===== src/sal_pkg.sv =====
package sal_pkg;

    // lane geometry
    localparam int CHANNEL_WIDTH  = 16;
    localparam int SUBFRAME_WIDTH = 8;
    localparam int NUM_SUBFRAMES  = CHANNEL_WIDTH / SUBFRAME_WIDTH;

    // trellis patterns
    localparam int NUM_PATTERNS  = 4;
    localparam int PATTERN_DEPTH = 4;
    localparam int BRANCH_WIDTH  = 2;

    // symbol and error widths, PAM4 levels -3 -1 1 3
    localparam int SYM_WIDTH      = 3;
    localparam int SYM_MAX        = 3;
    localparam int EST_ERR_WIDTH  = 8;
    localparam int ENER_WIDTH     = 8;
    localparam int FLAG_WIDTH     = 4;
    localparam int LANE_IDX_WIDTH = 3;

    // selector stage plus expander stage
    localparam int DATAPATH_LATENCY = 2;

    typedef logic signed [SYM_WIDTH-1:0]     symbol_t;
    typedef logic signed [EST_ERR_WIDTH-1:0] est_err_t;
    typedef logic        [ENER_WIDTH-1:0]    ener_t;
    typedef logic        [FLAG_WIDTH-1:0]    flag_t;
    typedef logic signed [BRANCH_WIDTH-1:0]  branch_t;

    typedef struct packed {
        symbol_t  [CHANNEL_WIDTH-1:0] symbols;
        est_err_t [CHANNEL_WIDTH-1:0] res_errs;
    } lane_word_t;

    typedef struct packed {
        flag_t [CHANNEL_WIDTH-1:0] flags;
        ener_t [CHANNEL_WIDTH-1:0] eners;
    } flag_word_t;

    // winning flag of one subframe
    typedef struct packed {
        logic                      hit;
        logic [LANE_IDX_WIDTH-1:0] lane;
        flag_t                     flag;
    } pick_t;

    // indexed [pattern][offset from flagged lane]
    typedef branch_t [NUM_PATTERNS-1:0][PATTERN_DEPTH-1:0] pattern_table_t;

endpackage


===== src/delay_line.sv =====
`timescale 1ns/1ps

module delay_line
    import sal_pkg::*;
#(
    parameter int DEPTH = 1
) (
    input  logic       clk,
    input  logic       rst_n_i,
    input  lane_word_t word_i,
    output lane_word_t word_o
);

    // stage 0 takes the input, last stage drives the output
    lane_word_t [DEPTH-1:0] stages;

    always_ff @(posedge clk) begin
        if (!rst_n_i) begin
            stages <= '0;
        end else begin
            stages[0] <= word_i;
            for (int i = 1; i < DEPTH; i++) begin
                stages[i] <= stages[i-1];
            end
        end
    end

    assign word_o = stages[DEPTH-1];

endmodule


===== src/subframe_selector.sv =====
`timescale 1ns/1ps

module subframe_selector
    import sal_pkg::*;
(
    input  logic                      clk,
    input  logic                      rst_n_i,
    input  flag_word_t                flag_word_i,
    output pick_t [NUM_SUBFRAMES-1:0] picks_o,
    output pick_t [NUM_SUBFRAMES-1:0] prev_picks_o
);

    pick_t [NUM_SUBFRAMES-1:0] picks_d;

    // lowest energy nonzero flag per subframe
    always_comb begin
        ener_t best_ener;
        int    idx;

        for (int s = 0; s < NUM_SUBFRAMES; s++) begin
            picks_d[s] = '0;
            best_ener  = '0;
            for (int l = 0; l < SUBFRAME_WIDTH; l++) begin
                idx = s * SUBFRAME_WIDTH + l;
                // strict compare so the lower lane keeps a tie
                if (flag_word_i.flags[idx] != '0 &&
                    (!picks_d[s].hit || flag_word_i.eners[idx] < best_ener)) begin
                    picks_d[s].hit  = 1'b1;
                    picks_d[s].lane = LANE_IDX_WIDTH'(l);
                    picks_d[s].flag = flag_word_i.flags[idx];
                    best_ener       = flag_word_i.eners[idx];
                end
            end
        end
    end

    // prev picks feed patterns that run past the word end
    always_ff @(posedge clk) begin
        if (!rst_n_i) begin
            picks_o      <= '0;
            prev_picks_o <= '0;
        end else begin
            picks_o      <= picks_d;
            prev_picks_o <= picks_o;
        end
    end

endmodule


===== src/pattern_expander.sv =====
`timescale 1ns/1ps

module pattern_expander
    import sal_pkg::*;
(
    input  logic                         clk,
    input  logic                         rst_n_i,
    input  pick_t   [NUM_SUBFRAMES-1:0]  picks_i,
    input  pick_t   [NUM_SUBFRAMES-1:0]  prev_picks_i,
    input  pattern_table_t               patterns_i,
    output symbol_t [CHANNEL_WIDTH-1:0]  adjust_o
);

    symbol_t [CHANNEL_WIDTH-1:0] adjust_d;

    // signed pattern entry one pick adds to one lane, start is the subframe's word-global base
    function automatic int lane_contrib(pick_t pk, int start, int lane,
                                        pattern_table_t tbl);
        int      d;
        int      k;
        int      val;
        branch_t br;

        d   = lane - start - int'(pk.lane);
        val = 0;
        if (pk.hit && d >= 0 && d < PATTERN_DEPTH) begin
            if (pk.flag >= 1 && pk.flag <= NUM_PATTERNS) begin
                k   = int'(pk.flag) - 1;
                br  = tbl[k][d];
                val = int'(br);
            end else if (pk.flag > NUM_PATTERNS && pk.flag <= 2 * NUM_PATTERNS) begin
                k   = int'(pk.flag) - NUM_PATTERNS - 1;
                br  = tbl[k][d];
                val = -int'(br);
            end
        end
        return val;
    endfunction

    always_comb begin
        int acc;

        for (int i = 0; i < CHANNEL_WIDTH; i++) begin
            acc = 0;
            for (int s = 0; s < NUM_SUBFRAMES; s++) begin
                acc += lane_contrib(picks_i[s], s * SUBFRAME_WIDTH, i, patterns_i);
                // previous word sits one word to the left
                acc += lane_contrib(prev_picks_i[s], s * SUBFRAME_WIDTH - CHANNEL_WIDTH,
                                    i, patterns_i);
            end
            if (acc > SYM_MAX) begin
                adjust_d[i] = symbol_t'(SYM_MAX);
            end else if (acc < -SYM_MAX) begin
                adjust_d[i] = symbol_t'(-SYM_MAX);
            end else begin
                adjust_d[i] = symbol_t'(acc);
            end
        end
    end

    always_ff @(posedge clk) begin
        if (!rst_n_i) begin
            adjust_o <= '0;
        end else begin
            adjust_o <= adjust_d;
        end
    end

endmodule


===== src/symbol_adjust_locator_datapath.sv =====
`timescale 1ns/1ps

module symbol_adjust_locator_datapath
    import sal_pkg::*;
(
    input  logic                         clk,
    input  logic                         rst_n_i,
    input  lane_word_t                   lane_word_i,
    input  flag_word_t                   flag_word_i,
    input  pattern_table_t               patterns_i,
    output lane_word_t                   lane_word_o,
    output symbol_t [CHANNEL_WIDTH-1:0]  adjust_o
);

    pick_t [NUM_SUBFRAMES-1:0] picks;
    pick_t [NUM_SUBFRAMES-1:0] prev_picks;

    // symbols and residuals wait for the locator path
    delay_line #(
        .DEPTH(DATAPATH_LATENCY)
    ) lane_delay_u (
        .clk    (clk),
        .rst_n_i(rst_n_i),
        .word_i (lane_word_i),
        .word_o (lane_word_o)
    );

    // locator, first stage
    subframe_selector selector_u (
        .clk         (clk),
        .rst_n_i     (rst_n_i),
        .flag_word_i (flag_word_i),
        .picks_o     (picks),
        .prev_picks_o(prev_picks)
    );

    // locator, second stage
    pattern_expander expander_u (
        .clk         (clk),
        .rst_n_i     (rst_n_i),
        .picks_i     (picks),
        .prev_picks_i(prev_picks),
        .patterns_i  (patterns_i),
        .adjust_o    (adjust_o)
    );

endmodule


===== src/symbol_corrector.sv =====
`timescale 1ns/1ps

module symbol_corrector
    import sal_pkg::*;
(
    input  symbol_t [CHANNEL_WIDTH-1:0] symbols_i,
    input  symbol_t [CHANNEL_WIDTH-1:0] adjust_i,
    output symbol_t [CHANNEL_WIDTH-1:0] corrected_o
);

    always_comb begin
        // one guard bit holds any sum of two symbols
        logic signed [SYM_WIDTH:0] sum;

        for (int i = 0; i < CHANNEL_WIDTH; i++) begin
            sum = (SYM_WIDTH + 1)'(symbols_i[i]) + (SYM_WIDTH + 1)'(adjust_i[i]);
            if (sum > SYM_MAX) begin
                corrected_o[i] = symbol_t'(SYM_MAX);
            end else if (sum < -SYM_MAX) begin
                corrected_o[i] = symbol_t'(-SYM_MAX);
            end else begin
                corrected_o[i] = symbol_t'(sum);
            end
        end
    end

endmodule


===== src/sal_top.sv =====
`timescale 1ns/1ps

module sal_top
    import sal_pkg::*;
(
    input  logic                         clk,
    input  logic                         rst_n_i,
    input  lane_word_t                   lane_word_i,
    input  flag_word_t                   flag_word_i,
    input  pattern_table_t               patterns_i,
    output lane_word_t                   lane_word_o,
    output symbol_t [CHANNEL_WIDTH-1:0]  adjust_o,
    output symbol_t [CHANNEL_WIDTH-1:0]  corrected_o
);

    symbol_adjust_locator_datapath datapath_u (
        .clk        (clk),
        .rst_n_i    (rst_n_i),
        .lane_word_i(lane_word_i),
        .flag_word_i(flag_word_i),
        .patterns_i (patterns_i),
        .lane_word_o(lane_word_o),
        .adjust_o   (adjust_o)
    );

    // aligned symbols plus their adjustments
    symbol_corrector corrector_u (
        .symbols_i  (lane_word_o.symbols),
        .adjust_i   (adjust_o),
        .corrected_o(corrected_o)
    );

endmodule


===== config.mk =====
export PLATFORM = sky130hd
export DESIGN_NAME = sal_top
export DESIGN_NICKNAME = d
export VERILOG_FILES = /design/src/sal_pkg.sv /design/src/delay_line.sv /design/src/subframe_selector.sv /design/src/pattern_expander.sv /design/src/symbol_adjust_locator_datapath.sv /design/src/symbol_corrector.sv /design/src/sal_top.sv
export SDC_FILE = /design/constraint.sdc
export NUM_CORES = 1
export LEC_CHECK = 0
export BUFFER_PORTS_ARGS = -buffer_cell sky130_fd_sc_hd__buf_2
export CORE_ASPECT_RATIO = 1.5
export CORE_UTILIZATION = 25
export CTS_BUF_LIST = sky130_fd_sc_hd__clkbuf_8
export CTS_CLUSTER_SIZE = 10
export DETAILED_ROUTE_END_ITERATION = 8
export GPL_TIMING_DRIVEN = 0
export PLACE_DENSITY = 0.43
export SYNTH_ARGS = -nofsm -noshare
export SYNTH_HDL_FRONTEND = slang
export SYNTH_HIERARCHICAL = 1
export SYNTH_SLANG_ARGS = --single-unit

===== constraint.sdc =====
create_clock -name clk -period 44.8 [get_ports clk]
set_input_delay 11.2 -clock clk [delete_from_list [all_inputs] [get_ports clk]]
set_output_delay 11.2 -clock clk [all_outputs]
set_load 0.005 [all_outputs]

After elaboration in Yosys (flattened, before gate mapping)
Cells that the tools add are included.

Logic and storage cells: 1511. Register bits after elaboration: 432.

Add/subtract/negate cells: 204. Bitwise logic cells: 1. Reductions and logical operators: 210. $lt $le $gt $ge: 294. Muxes and demuxes: 694.

Operators by type and width (count): two-way mux 32 bit (192); negation 2 -> 32 bit (64); adder 32 bit (48); two-way mux 2 bit (272); binary-select mux 2 bit (select 2 bit) (128); greater-than comparator 32 x 3 -> 1 bit (second input constant) (16); < comparator 32 x 3 -> 1 bit (second input constant) (16); two-way mux 8 bit (46); < comparator 6 x 4 -> 1 bit (second input constant) (52); < comparator 5 x 4 -> 1 bit (second input constant) (52); logical AND 1 bit (150); >= comparator 6 x 1 -> 1 bit (second input constant) (24); two-way mux 3 bit (48); subtractor 5 x 3 -> 6 bit (first input constant) (24); binary-select mux 8 bit (select 2 bit) (8); >= comparator 5 x 1 -> 1 bit (second input constant) (24); < comparator 4 bit (second input constant) (30); < comparator 8 bit (14); greater-than comparator 4 x 3 -> 1 bit (second input constant) (20); subtractor 4 x 3 -> 5 bit (first input constant) (16); >= comparator 4 x 1 -> 1 bit (second input constant) (19); adder 3 x 3 -> 4 bit (16); < comparator 32 x 4 -> 1 bit (second input constant) (2); < comparator 4 x 3 -> 1 bit (second input constant) (16); 18 further kinds (106).

Longest topological paths before layout
Word-level depth: 30. Gate-level depth with buffers: 75.

Hierarchy
Netlist, hierarchy kept.

By module, submodules not included: pattern_expander (times used 1, cells an instance 1761, area an instance 14281.2 µm²); delay_line (times used 1, cells an instance 919, area an instance 10986.8 µm²); subframe_selector (times used 1, cells an instance 788, area an instance 6029.5 µm²); symbol_corrector (times used 1, cells an instance 246, area an instance 2127.0 µm²).

Least setup slack after synthesis
No wires, ideal clock.

Path kind: input -> register. Start point: in flag_word_i[128] in the netlist's numbering. End point: reg datapath_u/selector_u/picks_o[6] in the netlist's numbering. Arrival time: 24111 ps. Slack: 20569 ps. Data required time: 44680 ps. Buffers on the path: 9. Cell stages on the path: 72. Setup time: 120 ps. Cells stage by stage: or4_4 > buf_6 > nand2_1 > ha_1 > nand2_1 > o21ai_1 > a21oi_1 > o31a_2 > buf_6 > and2_1 > buf_4 > o21ai_0 > inv_1 > ha_1 > nand4_1 > nor4b_1 > nor2_1 > a21oi_2 > [... 36 more ...] > inv_1 > o21ai_0 > nor2_1 > a31oi_2 > buf_2 > buf_2 > nor2_1 > a21o_1 > ha_1 > o21ai_0 > nand2b_1 > a21oi_1 > a21o_1 > or3_1 > a211o_1 > o311ai_2 > nor2_1 > o31a_1.

Word-level cells in the longest chain between the ends: 30.

Ends and longest elaborated chain: start, declared (line sal_top.sv:9) `input flag_word_t flag_word_i,`; nonzero test 4 bit * (line subframe_selector.sv:26) `if (flag_word_i.flags[idx] != '0 &&`; two-way mux 8 bit (line subframe_selector.sv:26); < comparator 8 bit / logical NOT 1 bit (equally long branches) (line subframe_selector.sv:27) `(!picks_d[s].hit || flag_word_i.eners[idx] < best_ener)) begin`; logical OR 1 bit (line subframe_selector.sv:27); logical AND 1 bit (line subframe_selector.sv:26); two-way mux 8 bit (line subframe_selector.sv:26); < comparator 8 bit / logical NOT 1 bit (equally long branches) (line subframe_selector.sv:27); logical OR 1 bit (line subframe_selector.sv:27); [... 14 more ...]; < comparator 8 bit / logical NOT 1 bit (equally long branches) (line subframe_selector.sv:27); logical OR 1 bit (line subframe_selector.sv:27); logical AND 1 bit (line subframe_selector.sv:26); two-way mux 8 bit (line subframe_selector.sv:26); < comparator 8 bit / logical NOT 1 bit (equally long branches) (line subframe_selector.sv:27); logical OR 1 bit (line subframe_selector.sv:27); logical AND 1 bit (line subframe_selector.sv:26); two-way mux 8 bit * (line subframe_selector.sv:26); end signal, assigned (line subframe_selector.sv:43) `picks_o <= picks_d;`; end, declared (line subframe_selector.sv:9) `output pick_t [NUM_SUBFRAMES-1:0] picks_o,`.

Every way passes the cells marked *; elsewhere a longest branch is shown, timed or not. A chain may end at the register's enable or synchronous reset.

Worst setup path after layout
Start point: in flag_word_i[160] in the netlist's numbering. End point: reg datapath_u/selector_u/picks_o[10] in the netlist's numbering.

The elaborated chain is that of the path after synthesis.

==> results.json <==
{
  "worst_setup_path_end_kind": "register",
  "drt-pass1-iter-count": 6,
  "synth_top_family_by_area": "simple AND/OR/NAND/NOR gates",
  "cts_resized": 0,
  "setup_viol": 0,
  "synth_top_area_share": 0.259,
  "ys_ff_latch": 432,
  "dieArea_sq_um": 135000,
  "cp_slowest_cell": "or4_1",
  "max-slew-margin-rel": 0.0695,
  "synthSimpleGateAreaFrac": 0.214,
  "fillers": 14300,
  "cts_sinks": 432,
  "cpMostUsedCell": "ha_1",
  "io_buffers": 672,
  "cts_tree": "yes",
  "cp-start-kind": "input pin",
  "hp-class": "register to register",
  "drc": 0,
  "critical_path_buf_inv_count": 13,
  "whs_ps": 415,
  "antenna_found_initial": 45,
  "grt-ovfl-total": 0,
  "layout.cells.non_filler": 6302,
  "post-dp-hpwl_um": 102000,
  "hold_viol": 0,
  "grtUsageTotal": 0.177,
  "clock-root-buffer": "clkbuf_8",
  "seqCellArea_sq_um": 8650,
  "syn-cell-area_sq_um": 33400,
  "muxShareOfSynthArea": 0.0650,
  "ys_types": 116,
  "grt_pass1_wl_um": 182000,
  "ys_seq_area_frac": 0.259,
  "tightest_slew_ps": 1380,
  "start_util": 0.251,
  "cp_max_fo": 10,
  "dp_cells": 6150,
  "drive_above_1_share": 0.263,
  "die_w_um": 301,
  "p_leak_uw": 0.0192,
  "grt_pass1_vias": 30000,
  "post_cts_buffers": 0,
  "critPathKind": "input pin to register",
  "fin_nets": 5296,
  "cp.required_ps": 45460,
  "post_drt_wl_per_cell_um": 19.4,
  "yosysTopAreaCell": "dfxtp_1",
  "status": "finished, final reports clean",
  "syn_area_per_cell_sq_um": 9.00,
  "ys.flop_type": "dfxtp_1",
  "synth-compound-area-share": 0.161,
  "yosysWarnings": 6,
  "routed-wl-met3_um": 6670,
  "fin_skew_ps": 35.2,
  "rsz0062_at_grt": "false",
  "final_cell_mix": "buf_2, dfxtp_1, and2_1",
  "vias": 29500,
  "clk_latency_ps": 780,
  "synth_edf_count": 0,
  "coreArea_sq_um": 133000,
  "met2_length_um": 64500,
  "arrival_ps": 27010,
  "synthAdderAreaFrac": 0.188,
  "cts_buffers": 79,
  "drt-met1-wl_um": 47100,
  "cts_max_path_buffers": 3,
  "finalSetupTns_ps": 0,
  "path_clk_slew_ps": 60,
  "drv_slew": 0,
  "stdcell_area_sq_um": 40800,
  "area_growth_pct": 21.9,
  "holdBufCountCts": 0,
  "htree_levels": 3,
  "multi_input_area_sq_um": 21600,
  "drtAntennaViolNets": 0,
  "peakVddDrop_mv": 0.0321,
  "wirelength_um": 122000,
  "total_power_uw": 2030,
  "syn_inst": 3714,
  "drtIter0Drc": 1247,
  "maxCapViolCount": 0,
  "period_needed_ps": 26340,
  "synth.area.top_cells": "dfxtp_1, ha_1, fa_1, and2_1, buf_4",
  "min_period_over_period": 0.588,
  "synth_xor_area_frac": 0.0147,
  "power_density_nw_per_um2": 49.9,
  "final_common_cell": "buf_2",
  "fmax_mhz": 38.0,
  "die_h_um": 450,
  "grt_max_degree": 15,
  "async_flop_share": 0,
  "crit_family": "compound AO/OA/AOI/OAI gates",
  "dpl_cell_area_sq_um": 39000,
  "vias_per_cell": 4.67,
  "top_layer_used": "met5",
  "critPathMaxStageDelay_ps": 500,
  "rows": 164,
  "gp_congestion": 0.901,
  "io_pins": 674
}
## sequential cells by signal (all words and copies together) (netlist names)
name,cells
datapath_u/lane_delay_u/stages,176
datapath_u/lane_delay_u/word_o,176
datapath_u/expander_u/adjust_o,48
datapath_u/selector_u/picks_o,16
datapath_u/selector_u/prev_picks_o,16
## synth_stat cells, types with 16 or more instances
cell type  count
o2111ai_1     18
nand3_1       62
nor4_1        44
a21o_1        80
xnor2_1       29
buf_4        180
o21ai_0      136
nand2b_1      43
nor4b_1       19
buf_6         36
a21oi_1      151
nor2_1       242
o21ai_1       16
and2_1       388
a211oi_1      25
inv_1        255
nand3b_1      19
o21a_1        39
maj3_1        17
nand2_1      188
mux4_2        58
dfxtp_1      432
o31ai_1       21
ha_1         268
or4_1         19
mux2i_1       32
nand4_1       35
mux2_2        33
a31oi_1       36
nor2b_1       73
clkbuf_1      87
buf_2         24
xor2_1        27
o22ai_1       18
fa_1         138
nor3_1        42
o211ai_1      19
## worst paths after layout
| kind | start | endpoint | slack, ps | cells past startpoint |
|---|---|---|---|---|
| worst max-delay path | flag_word_i[160] | datapath_u/selector_u/picks_o[10] | 18460 | 67 |
| worst min-delay path | datapath_u/lane_delay_u/stages[115] | datapath_u/lane_delay_u/word_o[115] | 420 | 1 |
| worst max register to register | datapath_u/selector_u/picks_o[0] | datapath_u/expander_u/adjust_o[3] | 37390 | 24 |
| worst min register to register | datapath_u/lane_delay_u/stages[115] | datapath_u/lane_delay_u/word_o[115] | 420 | 1 |
## per-stage QoR
stage | setup slack, ps | utilization
3_3_place_gp | 17560 | 0.294
2_1_floorplan | 20570 | -
4_1_cts | 18410 | 0.306
6_report | 18460 | 0.307
5_1_grt | 17210 | 0.307
3_5_place_dp | 17560 | 0.294
## area by class of cell
type	count	share of cell area
antenna	13	0.000798
inverter	269	0.0248
clock buffer	97	0.0328
buffer	335	0.0559
tap	1743	0.0535
sequential	432	0.212
multi-input combinational	2699	0.529
timing repair buffer	672	0.0825
clock inverter	42	0.00847
## metal layers
| metal | up-vias | GRT usage |
|---|---|---|
| met1 | 14000 | 0.189 |
| met4 | 50 | 0.0528 |
| met3 | 199 | 0.0390 |
| met5 | - | 0 |
| met2 | 783 | 0.338 |
| li1 | 14400 | - |
## logic make-up after synthesis
kind of cell | after synthesis
XOR/XNOR | 56
multiplexers | 136
buffers and inverters | 604
flip-flops | 432
adder cells (fa/ha/maj) | 423
AO/OA/AOI/OAI | 769
AND/OR/NAND/NOR | 1292
other | 2
## power breakdown
group / internal, uW / switching [uW] / total [uW]
registers: 422 / 32.4 / 454
clock network: 217 / 189 / 406
logic: 484 / 689 / 1170
(Power assumes the default switching activity.)
